`config.mk`:
```
export PLATFORM = sky130hd
export DESIGN_NAME = pipe_ctrl_top
export DESIGN_NICKNAME = d
export VERILOG_FILES = /design/src/rtl/pipe_ctrl_pkg.sv /design/src/rtl/control_unit.sv /design/src/rtl/pc_gen.sv /design/src/rtl/stage_valid_chain.sv /design/src/rtl/pipe_ctrl_top.sv
export SDC_FILE = /design/constraint.sdc
export NUM_CORES = 1
export LEC_CHECK = 0
export CORE_UTILIZATION = 52
export DETAILED_ROUTE_END_ITERATION = 12
export DONT_BUFFER_PORTS = 1
export PLACE_DENSITY = 0.65
export SETUP_SLACK_MARGIN = 0.02
export SYNTH_ARGS = -nofsm -noshare
export SYNTH_HDL_FRONTEND = slang
export SYNTH_HIERARCHICAL = 1
export SYNTH_SLANG_ARGS = --single-unit
```
`constraint.sdc`:
```
create_clock -name clk_i -period 2.35 [get_ports clk_i]
set_input_delay 0.1175 -clock clk_i [delete_from_list [all_inputs] [get_ports clk_i]]
set_output_delay 0.1175 -clock clk_i [all_outputs]
set_load 0.02 [all_outputs]
```
`src/rtl/pipe_ctrl_pkg.sv`:
```
// pipeline control package: address type, pc and jump selectors, stage status and control structs
package pipe_ctrl_pkg;

    // fetch address width
    localparam int ADDR_WIDTH = 40;

    // program address
    typedef logic [ADDR_WIDTH-1:0] addr_t;

    // next pc source for the fetch stage
    typedef enum logic [1:0] {
        NEXT_PC_SEL_PC   = 2'b00,
        NEXT_PC_SEL_PC_4 = 2'b01,
        NEXT_PC_SEL_JUMP = 2'b10
    } next_pc_sel_t;

    // which jump target fetch loads
    typedef enum logic [1:0] {
        SEL_JUMP_DECODE = 2'b00,
        SEL_JUMP_COMMIT = 2'b01,
        SEL_JUMP_CSR    = 2'b10
    } jump_addr_sel_t;

    // decode stage status
    typedef struct packed {
        // unconditional jump decoded
        logic valid_jal;
        // csr op, fetch must wait
        logic stall_csr;
    } id_cu_t;

    // register read stage status
    typedef struct packed {
        logic stall_csr;
    } rr_cu_t;

    // execute stage status
    typedef struct packed {
        // multi-cycle op busy
        logic stall;
        logic stall_csr;
    } exe_cu_t;

    // writeback stage status
    typedef struct packed {
        logic valid;
        logic change_pc_ena;
        logic branch_taken;
    } wb_cu_t;

    // csr file status
    typedef struct packed {
        // return from trap
        logic csr_eret;
        logic csr_stall;
    } csr_cu_t;

    // control levels sent back to every stage
    typedef struct packed {
        jump_addr_sel_t sel_addr_if;
        logic           flush_if;
        logic           flush_id;
        logic           flush_rr;
        logic           flush_exe;
        logic           flush_wb;
        logic           stall_if;
        logic           stall_id;
        logic           stall_rr;
        logic           stall_exe;
        logic           stall_wb;
    } pipeline_ctrl_t;

    // one valid bit per stage, bit 0 is if, bit 4 is wb
    typedef logic [4:0] stage_valid_t;

endpackage

```
`src/rtl/control_unit.sv`:
```
// control unit: combinational next-pc, jump source, flush and stall decisions from stage status
`timescale 1ns/1ps

module control_unit import pipe_ctrl_pkg::*; (
    // clock and reset unused, kept so all pipeline blocks share a port list
    input  logic           clk_i,
    input  logic           reset_i,

    input  logic           valid_fetch_i,
    input  id_cu_t         id_cu_i,
    input  rr_cu_t         rr_cu_i,
    input  exe_cu_t        exe_cu_i,
    input  wb_cu_t         wb_cu_i,
    input  csr_cu_t        csr_cu_i,

    output pipeline_ctrl_t pipeline_ctrl_o,
    output next_pc_sel_t   next_pc_o
);

    logic           jump_enable;
    // csr op somewhere between decode and execute
    logic           any_stall_csr;
    // taken branch retiring at writeback
    logic           wb_taken;
    jump_addr_sel_t sel_addr;
    // flush and stall levels, order is {if, id, rr, exe, wb}
    logic [4:0]     flush_vec;
    logic [4:0]     stall_vec;

    assign any_stall_csr = id_cu_i.stall_csr | rr_cu_i.stall_csr | exe_cu_i.stall_csr;
    assign wb_taken      = wb_cu_i.branch_taken & wb_cu_i.valid;

    // jump enable and next pc
    always_comb begin
        jump_enable = (wb_cu_i.valid &&
                       wb_cu_i.change_pc_ena &&
                       wb_cu_i.branch_taken) || id_cu_i.valid_jal;
        // a jump wins over any hold
        if (jump_enable) begin
            next_pc_o = NEXT_PC_SEL_JUMP;
        end else if (!valid_fetch_i || stall_vec[4] || any_stall_csr) begin
            // stall_vec[4] is stall_if from the stall block below
            next_pc_o = NEXT_PC_SEL_PC;
        end else begin
            next_pc_o = NEXT_PC_SEL_PC_4;
        end
    end

    // jump source for fetch
    always_comb begin
        if (csr_cu_i.csr_eret) begin
            // trap return beats a branch at wb
            sel_addr = SEL_JUMP_CSR;
        end else if (wb_taken) begin
            sel_addr = SEL_JUMP_COMMIT;
        end else begin
            sel_addr = SEL_JUMP_DECODE;
        end
    end

    // flushes
    always_comb begin
        if (wb_taken) begin
            // wrong path in if through exe
            flush_vec = 5'b11110;
        end else if (any_stall_csr) begin
            // drop the fetched instruction only
            flush_vec = 5'b10000;
        end else if (id_cu_i.valid_jal) begin
            // instruction behind the jal is dead
            flush_vec = 5'b10000;
        end else begin
            flush_vec = 5'b00000;
        end
    end

    // stalls
    always_comb begin
        if (csr_cu_i.csr_stall || exe_cu_i.stall) begin
            // freeze if through exe, wb keeps draining
            stall_vec = 5'b11110;
        end else begin
            stall_vec = 5'b00000;
        end
    end

    // pack the levels into the control struct
    assign pipeline_ctrl_o.sel_addr_if = sel_addr;
    assign pipeline_ctrl_o.flush_if    = flush_vec[4];
    assign pipeline_ctrl_o.flush_id    = flush_vec[3];
    assign pipeline_ctrl_o.flush_rr    = flush_vec[2];
    assign pipeline_ctrl_o.flush_exe   = flush_vec[1];
    assign pipeline_ctrl_o.flush_wb    = flush_vec[0];
    assign pipeline_ctrl_o.stall_if    = stall_vec[4];
    assign pipeline_ctrl_o.stall_id    = stall_vec[3];
    assign pipeline_ctrl_o.stall_rr    = stall_vec[2];
    assign pipeline_ctrl_o.stall_exe   = stall_vec[1];
    assign pipeline_ctrl_o.stall_wb    = stall_vec[0];

endmodule

```
`src/rtl/pc_gen.sv`:
```
// pc generator: fetch program counter with hold, +4 and jump-target update
`timescale 1ns/1ps

module pc_gen import pipe_ctrl_pkg::*; #(
    // address loaded on reset
    parameter addr_t RESET_PC = 40'h00_8000_0000
) (
    input  logic           clk_i,
    input  logic           reset_i,

    input  next_pc_sel_t   next_pc_i,
    input  jump_addr_sel_t sel_addr_i,
    input  addr_t          jump_addr_decode_i,
    input  addr_t          jump_addr_commit_i,
    input  addr_t          jump_addr_csr_i,

    output addr_t          pc_o
);

    addr_t pc_q;
    addr_t pc_d;
    // target picked by the control unit
    addr_t jump_target;

    // jump target mux
    always_comb begin
        case (sel_addr_i)
            SEL_JUMP_COMMIT: jump_target = jump_addr_commit_i;
            SEL_JUMP_CSR:    jump_target = jump_addr_csr_i;
            // decode target also covers the unused code
            default:         jump_target = jump_addr_decode_i;
        endcase
    end

    // next pc value
    always_comb begin
        case (next_pc_i)
            NEXT_PC_SEL_PC_4: pc_d = pc_q + addr_t'(4);
            NEXT_PC_SEL_JUMP: pc_d = jump_target;
            // hold on stall, idle fetch or unused code
            default:          pc_d = pc_q;
        endcase
    end

    // pc register
    always_ff @(posedge clk_i) begin
        if (reset_i) begin
            pc_q <= RESET_PC;
        end else begin
            pc_q <= pc_d;
        end
    end

    assign pc_o = pc_q;

endmodule

```
`src/rtl/stage_valid_chain.sv`:
```
// stage valid chain: per-stage valid bits that advance, hold, take bubbles or clear
`timescale 1ns/1ps

module stage_valid_chain import pipe_ctrl_pkg::*; (
    input  logic           clk_i,
    input  logic           reset_i,

    input  logic           valid_fetch_i,
    input  pipeline_ctrl_t pipeline_ctrl_i,

    output stage_valid_t   stage_valid_o
);

    stage_valid_t valid_q;
    stage_valid_t valid_d;
    // per-stage levels, same bit order as the valid vector
    stage_valid_t flush;
    stage_valid_t stall;
    // what each stage would take when free to move
    stage_valid_t source;

    // unpack the control struct, bit 0 is if
    assign flush = {pipeline_ctrl_i.flush_wb,
                    pipeline_ctrl_i.flush_exe,
                    pipeline_ctrl_i.flush_rr,
                    pipeline_ctrl_i.flush_id,
                    pipeline_ctrl_i.flush_if};

    assign stall = {pipeline_ctrl_i.stall_wb,
                    pipeline_ctrl_i.stall_exe,
                    pipeline_ctrl_i.stall_rr,
                    pipeline_ctrl_i.stall_id,
                    pipeline_ctrl_i.stall_if};

    // fetch feeds if, each stage feeds the next
    assign source = {valid_q[3:0], valid_fetch_i};

    // next valid bits
    always_comb begin
        for (int i = 0; i < 5; i++) begin
            if (flush[i]) begin
                valid_d[i] = 1'b0;
            end else if (stall[i]) begin
                // stage frozen, keep what it holds
                valid_d[i] = valid_q[i];
            end else if (i > 0 && stall[(i > 0) ? i - 1 : 0]) begin
                // upstream frozen, nothing arrives
                valid_d[i] = 1'b0;
            end else begin
                valid_d[i] = source[i];
            end
        end
    end

    // valid register
    always_ff @(posedge clk_i) begin
        if (reset_i) begin
            valid_q <= '0;
        end else begin
            valid_q <= valid_d;
        end
    end

    assign stage_valid_o = valid_q;

endmodule

```
`src/rtl/pipe_ctrl_top.sv`:
```
// pipeline control top: control unit, pc generator and stage valid chain
`timescale 1ns/1ps

module pipe_ctrl_top import pipe_ctrl_pkg::*; #(
    // fetch address after reset
    parameter addr_t RESET_PC = 40'h00_8000_0000
) (
    input  logic           clk_i,
    input  logic           reset_i,

    // stage status levels
    input  logic           valid_fetch_i,
    input  id_cu_t         id_cu_i,
    input  rr_cu_t         rr_cu_i,
    input  exe_cu_t        exe_cu_i,
    input  wb_cu_t         wb_cu_i,
    input  csr_cu_t        csr_cu_i,

    // jump targets from decode, writeback and csr
    input  addr_t          jump_addr_decode_i,
    input  addr_t          jump_addr_commit_i,
    input  addr_t          jump_addr_csr_i,

    output addr_t          pc_o,
    output pipeline_ctrl_t pipeline_ctrl_o,
    output stage_valid_t   stage_valid_o
);

    // control levels, shared by pc_gen and the valid chain
    pipeline_ctrl_t pipeline_ctrl;
    next_pc_sel_t   next_pc;

    // decisions, same cycle
    control_unit control_unit_i (
        .clk_i           (clk_i),
        .reset_i         (reset_i),
        .valid_fetch_i   (valid_fetch_i),
        .id_cu_i         (id_cu_i),
        .rr_cu_i         (rr_cu_i),
        .exe_cu_i        (exe_cu_i),
        .wb_cu_i         (wb_cu_i),
        .csr_cu_i        (csr_cu_i),
        .pipeline_ctrl_o (pipeline_ctrl),
        .next_pc_o       (next_pc)
    );

    // fetch pc, one cycle after selection
    pc_gen #(
        .RESET_PC (RESET_PC)
    ) pc_gen_i (
        .clk_i              (clk_i),
        .reset_i            (reset_i),
        .next_pc_i          (next_pc),
        .sel_addr_i         (pipeline_ctrl.sel_addr_if),
        .jump_addr_decode_i (jump_addr_decode_i),
        .jump_addr_commit_i (jump_addr_commit_i),
        .jump_addr_csr_i    (jump_addr_csr_i),
        .pc_o               (pc_o)
    );

    // live instruction tracking
    stage_valid_chain stage_valid_chain_i (
        .clk_i           (clk_i),
        .reset_i         (reset_i),
        .valid_fetch_i   (valid_fetch_i),
        .pipeline_ctrl_i (pipeline_ctrl),
        .stage_valid_o   (stage_valid_o)
    );

    assign pipeline_ctrl_o = pipeline_ctrl;

endmodule

```
After elaboration in Yosys (flattened, before gate mapping)
Index checks and enable logic that the tools add are counted.
{ "op_classes": {"n_addsub": 1, "multipliers": 0, "n_div": 0, "n_lt_le_gt_ge": 0, "eq_ne": 4, "shift": 0, "mux": 14, "bitwise": 3, "reduce_logical": 13} }
{ "op_table": {"columns": ["cell", "count"], "rows": [
  ["case mux 40 bit (2 select lines)", 2],
  ["adder 40 x 3 -> 40 bit (second input constant)", 1],
  ["two-way mux 5 bit", 4],
  ["OR reduction 2 bit", 5],
  ["two-way mux 1 bit", 6],
  ["== test 2 x 1 -> 1 bit (second input constant)", 2],
  ["== test 2 bit (second input constant)", 2],
  ["logical OR 1 bit", 4],
  ["two-way mux 2 bit", 2],
  ["logical AND 1 bit", 2],
  ["OR 1 bit", 2],
  ["nonzero test 2 bit", 1],
  ["bitwise AND 1 bit", 1],
  ["zero test 1 bit", 1]
]} }
{ "word_totals": {"ff_bits": 45, "latch_bits": 0, "ram_bits": 0, "romBits": 0, "in_bits": 133, "output_inout_bits": 57, "elab_cells": 41, "mem_count": 0} }

Logic depth before layout (Yosys ltp)
Gate-level depths: netlist (run 1).
{ "depth": {"ltp_word": 8, "depth_mapped": 12, "mapped_depth_nobuf": 9} }

Modules after synthesis
The synthesis (run 1) kept the hierarchy.
{ "by_module_without_submodules": {"columns": ["mod", "n_inst", "cells_each", "area_per_inst_um2", "seq_area_each_um2"], "rows": [
  ["pc_gen", 1, 469, 3306.9, 800.8],
  ["stage_valid_chain", 1, 19, 195.2, 100.1],
  ["control_unit", 1, 21, 133.9, 0.0]
]} }

Worst setup path before layout (run 1)
No wires, ideal clock.
{ "synth_timing": {"kind": "input to register", "from": "input port wb_cu_i[2] in the netlist's numbering", "to": "register pc_gen_i.pc_q[20], in the netlist pc_gen_i/pc_o[20]", "setup_time_ns": 0.117, "arrival_ns": 2.064, "t_required_ns": 2.233, "path_slack_ns": 0.169, "cell_stages": 11, "path_buffers": 3, "path_cell_list": "nand2_1 nor2_1 inv_1 ha_1 clkbuf_1 clkbuf_1 clkbuf_1 o21ai_0 nand2_1 o31ai_1 a32o_1"} }
{ "synth_lines": {"columns": ["element", "line_no", "text"], "rows": [
  ["from (decl)", "pipe_ctrl_top.sv:16", "input wb_cu_t wb_cu_i,"],
  ["to (signal assigned)", "pc_gen.sv:50", "pc_q <= pc_d;"],
  ["to (decl)", "pc_gen.sv:20", "addr_t pc_q;"]
]} }

Final worst setup path (run 1)
{ "layout_timing": {"from": "register pc_gen_i.pc_q[2], in the netlist pc_gen_i/pc_o[2]", "to": "register pc_gen_i.pc_q[26], in the netlist pc_gen_i/pc_o[26]"} }
{ "layout_via": {"elab_chain_cells": 2} }
{ "layout_rtl": {"columns": ["element", "line_no", "text"], "rows": [
  ["adder 40 x 3 -> 40 bit", "pc_gen.sv:38", "NEXT_PC_SEL_PC_4: pc_d = pc_q + addr_t'(4);"],
  ["case mux 40 bit (2 select lines)", "pc_gen.sv:37", "case (next_pc_i)"]
]} }
No other way between the ends.
A chain may end at the register's enable or synchronous reset.

==> results of run 1 <==
[repair_timing]
action	CTS	global route
setup buffers	0	0
hold buffers	1	0
endpoints found under the hold margin	31	0
gates resized for setup	0	0
[cell usage after synthesis (4+ instances only)]
cell type / number / share of area, %
buf_1: 5 / 0.52
a22oi_1: 44 / 9.1
ha_1: 4 / 1.4
o211ai_1: 7 / 1.4
nor2b_1: 9 / 1.5
nand4_1: 14 / 2.4
o21a_1: 8 / 1.7
or3b_1: 5 / 1.2
buf_4: 10 / 2.1
or4_1: 4 / 0.83
a21oi_1: 29 / 4.0
o21ai_0: 42 / 5.8
dfxtp_1: 45 / 25
a31oi_1: 11 / 1.9
nand2_1: 55 / 5.7
a221oi_1: 8 / 1.9
inv_1: 9 / 0.93
a211oi_1: 8 / 1.7
o221a_2: 4 / 1.2
nor2_1: 41 / 4.2
and3_1: 12 / 2.1
clkbuf_1: 36 / 3.7
a41oi_1: 5 / 1.2
nor3_1: 15 / 2.1
and4_1: 7 / 1.7
nand3_1: 19 / 2.6
[stage by stage]
step                utilization (%)  instance area (sq um)
floorplan                         -                   3640
global placement               57.0                   3850
detailed placement             57.0                   3850
CTS                            58.5                   3960
global route                   58.5                   3960
finish                         58.5                   3960
[state kept, by name, summed over array words and instances (netlist names)]
signal                             cells
pc_gen_i/pc_o                         40
stage_valid_chain_i/stage_valid_o      5
[power breakdown]
part / total, uW / switching [uW] / leakage (uW) / internal [uW]
combinational: 549 / 341 / 0.00101 / 209
clock: 513 / 279 / 0.0000443 / 234
sequential: 890 / 78.1 / 0.000368 / 812
[routing by layer]
layer  track usage, %  share of wire, %  vias to the layer above  routed length (microns)
met4             7.58               1.5                        0                      173
li1                 -                 -                     1933                        -
met2             53.7                50                      196                     5770
met5                0                 0                        -                        0
met1             36.4                40                     1932                     4670
met3             8.37               8.3                       21                      966
[worst paths after layout]
kind / from / endpoint / slack, ps / cells after the start
min reg2reg: stage_valid_chain_i/stage_valid_o[2] / stage_valid_chain_i/stage_valid_o[2] / 580 / 2
max: pc_gen_i/pc_o[2] / pc_gen_i/pc_o[26] / 310 / 7
min: valid_fetch_i / stage_valid_chain_i/stage_valid_o[0] / 20 / 2
max reg2reg: pc_gen_i/pc_o[2] / pc_gen_i/pc_o[26] / 310 / 7
[cell type report]
cell class	count	area share, %
inverters	11	1.04
well taps	80	2.53
multi-input cells	400	62.2
clock buffers	7	2.18
flip-flops and latches	45	22.8
repair buffers	44	9.30
[cell families after synthesis]
| kind of cell | after synthesis | synth area share, % |
|---|---|---|
| simple gates | 202 | 29.6 |
| compound gates | 189 | 35.5 |
| buf+inv | 65 | 7.85 |
| flops | 45 | 24.8 |
| fa+ha+maj | 4 | 1.38 |
| mux | 3 | 0.826 |
| other cells | 1 | 0.103 |
==> results.py, run 1 <==
metrics = {
    "finish": {
        "final_common_cell": "nand2_1",
        "area_growth_pct": 8.77,
        "fill_cells": 683,
        "multi_input_area_sq_mm": 0.00246,
        "nNetsFinal": 644,
        "final_cell_mix": "55 x nand2_1, 45 x dfxtp_1, 44 x a22oi_1",
        "antenna_cells": 0,
        "layoutNonFillerInstCount": 587,
        "register_area_sq_um": 901,
        "drive_above_1_share_pct": 12.8,
    },
    "timing": {
        "setup_ws_ps": 314,
        "fin_worst_skew_ps": 6.85,
        "slew_headroom_pct": 39.3,
        "fin_setup_tns_ps": 0,
        "holdWs_ps": 17.3,
        "rsz0062_at_grt": "false",
        "maxSlewViolCount": 0,
        "tightest_slew_ps": 910,
        "period_needed_ps": 2040,
        "setup_violations": 0,
        "clock.fmax_mhz": 491,
        "final-hold-violation-count": 0,
        "post-route-period-util_pct": 86.6,
    },
    "die": {
        "die_h_microns": 85.6,
        "placementRows": 30,
        "die_area_sq_mm": 0.00733,
        "io_pins": 190,
        "initial_core_util_pct": 53.8,
        "die_w_microns": 85.6,
        "core_area_sq_mm": 0.00676,
    },
    "setup_path": {
        "crit_fanout": 12,
        "crit_family": "simple AND/OR/NAND/NOR gates",
        "critPathKind": "register to register",
        "end_kind": "register",
        "cpPeakStageDelay_ps": 360,
        "critPathLaunchType": "register",
        "path_buf_inv": 1,
        "critPathRequiredTime_ps": 2580,
        "critPathSlowestCell": "nor4_4",
        "arrival_ps": 2270,
        "crit_chain": "ha_1 -> nand4_2 -> nor4_4 -> buf_4 -> nand4_1 -> or3_1 -> a41oi_1",
    },
    "synthesis": {
        "synth_top_flop_cell": "dfxtp_1",
        "synth_area_sq_mm": 0.00364,
        "ys_seq_elements": 45,
        "ys_types": 58,
        "seq_area_frac_synth_pct": 24.8,
        "synthArstFlopShare_pct": 0,
        "synth-edff-count": 0,
        "yosys_warnings": 6,
        "avgSynthCellArea_sq_um": 7.14,
        "netlist_instances": 509,
    },
    "grt": {
        "grt_start_max_net_pins": 60,
        "grt_pass1_wl_microns": 17600,
        "antenna_found_initial": 0,
        "overflow": 0,
        "groute.usage.overall_pct": 30.4,
        "grt_pass1_vias": 3502,
    },
    "route": {
        "avgViaCountPerCell": 6.95,
        "drt_iter0_markers": 332,
        "route.detailed.wl_per_inst_microns": 19.7,
        "num_vias": 4082,
        "drt_pass1_iterations": 5,
        "drtAntennaViolNets": 0,
        "drc": 0,
        "wirelength_microns": 11600,
    },
    "clock_tree": {
        "cts_tree": "yes",
        "numCtsBuffers": 5,
        "ctsHtreeMaxLevel": 2,
        "clk_latency_ps": 310,
        "cts_root_buf": "clkbuf_8",
        "numClockSinks": 45,
        "clockBufferDepth": 2,
        "clk_pin_slew_worst_paths_ps": 90,
    },
    "outcome": {
        "outcome": "completed",
    },
    "placed_design": {
        "dp.cells": 579,
        "globalplace.congestion": 0.913,
        "dpl.hpwl_microns": 8300,
        "dp_worst_setup_slack_ps": 203,
        "portBuffers": 0,
    },
    "power_and_ir_drop": {
        "power.density_mw_per_mm2": 494,
        "p_leak_uw": 0.00143,
        "ir_drop_v": 0.000234,
        "design_power_total_uw": 1950,
    },
    "min_path": {
        "hp-class": "primary input to register",
    },
    "run": {
        "cap_violations": 0,
    },
}
Power figures use the tool's default switching activity.
==> run 2, diff against run 1 <==
- CORE_UTILIZATION: 52 -> 55
- PLACE_DENSITY: 0.65 -> 0.68
==> run 2 against run 1 <==
  * Power fell by 1.1%
  * Sequential power barely moved
  * Die area fell by 5.3%
  * Non-clock buffer count fell by 4
  * Fmax fell by 3.3%
  * Setup slack got worse by 70 ps
  * Critical path depth fell by 2
  * Final cell count fell by 1.2%
  * Clock power fell by 3%
  * Core utilization rose by 3.0 points
  * Critical endpoint is now pc_gen_i/pc_o[34]
  * Largest power group unchanged
==> results.py, run 2 (synthesized netlist as in run 1, its figures left out) <==
metrics = {
    "setup_path": {
        "critPathKind": "register to register",
        "critPathRequiredTime_ps": 2590,
        "crit_fanout": 10,
        "end_kind": "register",
        "arrival_ps": 2340,
        "critPathLaunchType": "register",
    },
    "route": {
        "drt_pass1_iterations": 5,
        "drtAntennaViolNets": 0,
        "drc": 0,
        "route.detailed.wl_per_inst_microns": 19.7,
        "num_vias": 4070,
        "drt_iter0_markers": 335,
        "wirelength_microns": 11400,
        "avgViaCountPerCell": 7.02,
    },
    "min_path": {
        "hp-class": "primary input to register",
    },
    "die": {
        "die_area_sq_mm": 0.00694,
        "placementRows": 29,
        "initial_core_util_pct": 57.3,
        "core_area_sq_mm": 0.00635,
        "die_w_microns": 83.3,
        "io_pins": 190,
        "die_h_microns": 83.3,
    },
    "placed_design": {
        "dp.cells": 572,
        "dp_worst_setup_slack_ps": 158,
        "portBuffers": 0,
        "globalplace.congestion": 0.886,
        "dpl.hpwl_microns": 8230,
    },
    "power_and_ir_drop": {
        "switchingPower_uw": 680,
        "power.density_mw_per_mm2": 494,
        "design_power_total_uw": 1930,
        "ir_drop_v": 0.000287,
        "swShare_pct": 35.2,
        "clock_power_share_pct": 25.7,
        "pwr-share-comb_pct": 28.1,
        "power.internal_uw": 1250,
        "p_seq_share_pct": 46.2,
        "p_leak_uw": 0.00140,
    },
    "clock_tree": {
        "clk_pin_slew_worst_paths_ps": 90,
        "cts_setup_buffers": 0,
        "ctsHtreeMaxLevel": 2,
        "cts-resized-gates": 0,
        "numClockSinks": 45,
        "clk_latency_ps": 300,
        "clockBufferDepth": 2,
        "cts_tree": "yes",
        "cts_root_buf": "clkbuf_8",
        "numCtsBuffers": 5,
    },
    "timing": {
        "tightest_slew_ps": 942,
        "holdWs_ps": 12.1,
        "post-route-period-util_pct": 89.6,
        "fin_worst_skew_ps": 8.60,
        "period_needed_ps": 2110,
        "final-hold-violation-count": 0,
        "maxSlewViolCount": 0,
        "slew_headroom_pct": 37.0,
        "setup_ws_ps": 244,
        "fin_setup_tns_ps": 0,
        "rsz0062_at_grt": "false",
        "setup_violations": 0,
        "clock.fmax_mhz": 475,
    },
    "grt": {
        "antenna_found_initial": 0,
        "grt_start_max_net_pins": 60,
        "overflow": 0,
        "grt_pass1_vias": 3671,
        "groute.usage.overall_pct": 31.8,
        "grt_pass1_wl_microns": 18000,
    },
    "finish": {
        "final_cell_mix": "55 x nand2_1, 45 x dfxtp_1, 44 x a22oi_1",
        "nNetsFinal": 640,
        "drive_above_1_share_pct": 12.1,
        "fill_cells": 588,
        "largest_reg_flops": 40,
        "layoutNonFillerInstCount": 580,
        "antenna_cells": 0,
        "final_common_cell": "nand2_1",
        "area_growth_pct": 7.50,
    },
    "outcome": {
        "outcome": "completed",
    },
    "run": {
        "cap_violations": 0,
    },
}
-- run 2: cell count changes in the layout (fill, tap and decap cells not counted) --
cell / before / now
buf_4: 41 / 38
buf_12: 3 / 2
-- run 2: what timing repair did --
action | CTS | global route
hold endpoints to repair | 31 | 0
setup endpoints to repair | 0 | 0
hold buffers | 1 | 0
-- run 2: power by group through the flow --
| stage | Combinational [uW] | Clock, uW | Sequential [uW] |
|---|---|---|---|
| 3_3_place_gp | 512 | 0 | 906 |
| 2_1_floorplan | 350 | 0 | 945 |
| 4_1_cts | 537 | 508 | 890 |
| 6_report | 542 | 496 | 892 |
| 3_5_place_dp | 522 | 0 | 908 |
| 5_1_grt | 596 | 536 | 898 |
-- run 2: layout make-up --
cell class              instances  area [sq um]  share of cell area, %
well taps                      77          96.3                   2.46
flip-flops and latches         45           901                   23.0
repair buffers                 40           325                   8.32
multi-input cells             400          2460                   62.9
clock buffers                   7          86.3                   2.21
inverters                      11          41.3                   1.06
-- run 2: per-stage QoR --
stage / cell area (sq um) / utilization, %
after floorplan: 3640 / -
after global placement: 3800 / 59.9
after detailed placement: 3800 / 59.9
after CTS: 3910 / 61.6
after global routing: 3910 / 61.6
final: 3910 / 61.6
-- run 2: per-layer routing --
layer / GRT usage, % / part of all wire [%]
met5: 0 / 0
met4: 9.09 / 1.1
met2: 55.8 / 50
met1: 38.6 / 40
met3: 7.36 / 8.2
-- run 2: critical path, cell delays in order, from the launching register on --
cell and delay (ps):
dfxtp_1 520, and4_1 340, and2_1 370, nand3_2 160, or4_1 490, a31oi_1 160
-- run 2: final timing paths --
| kind | from | endpoint | slack [ps] | depth (start not counted) |
|---|---|---|---|---|
| max | pc_gen_i/pc_o[26] | pc_gen_i/pc_o[34] | 240 | 5 |
| min | reset_i | pc_gen_i/pc_o[38] | 10 | 2 |
| max reg2reg | pc_gen_i/pc_o[26] | pc_gen_i/pc_o[34] | 240 | 5 |
| min reg2reg | stage_valid_chain_i/stage_valid_o[2] | stage_valid_chain_i/stage_valid_o[2] | 580 | 2 |
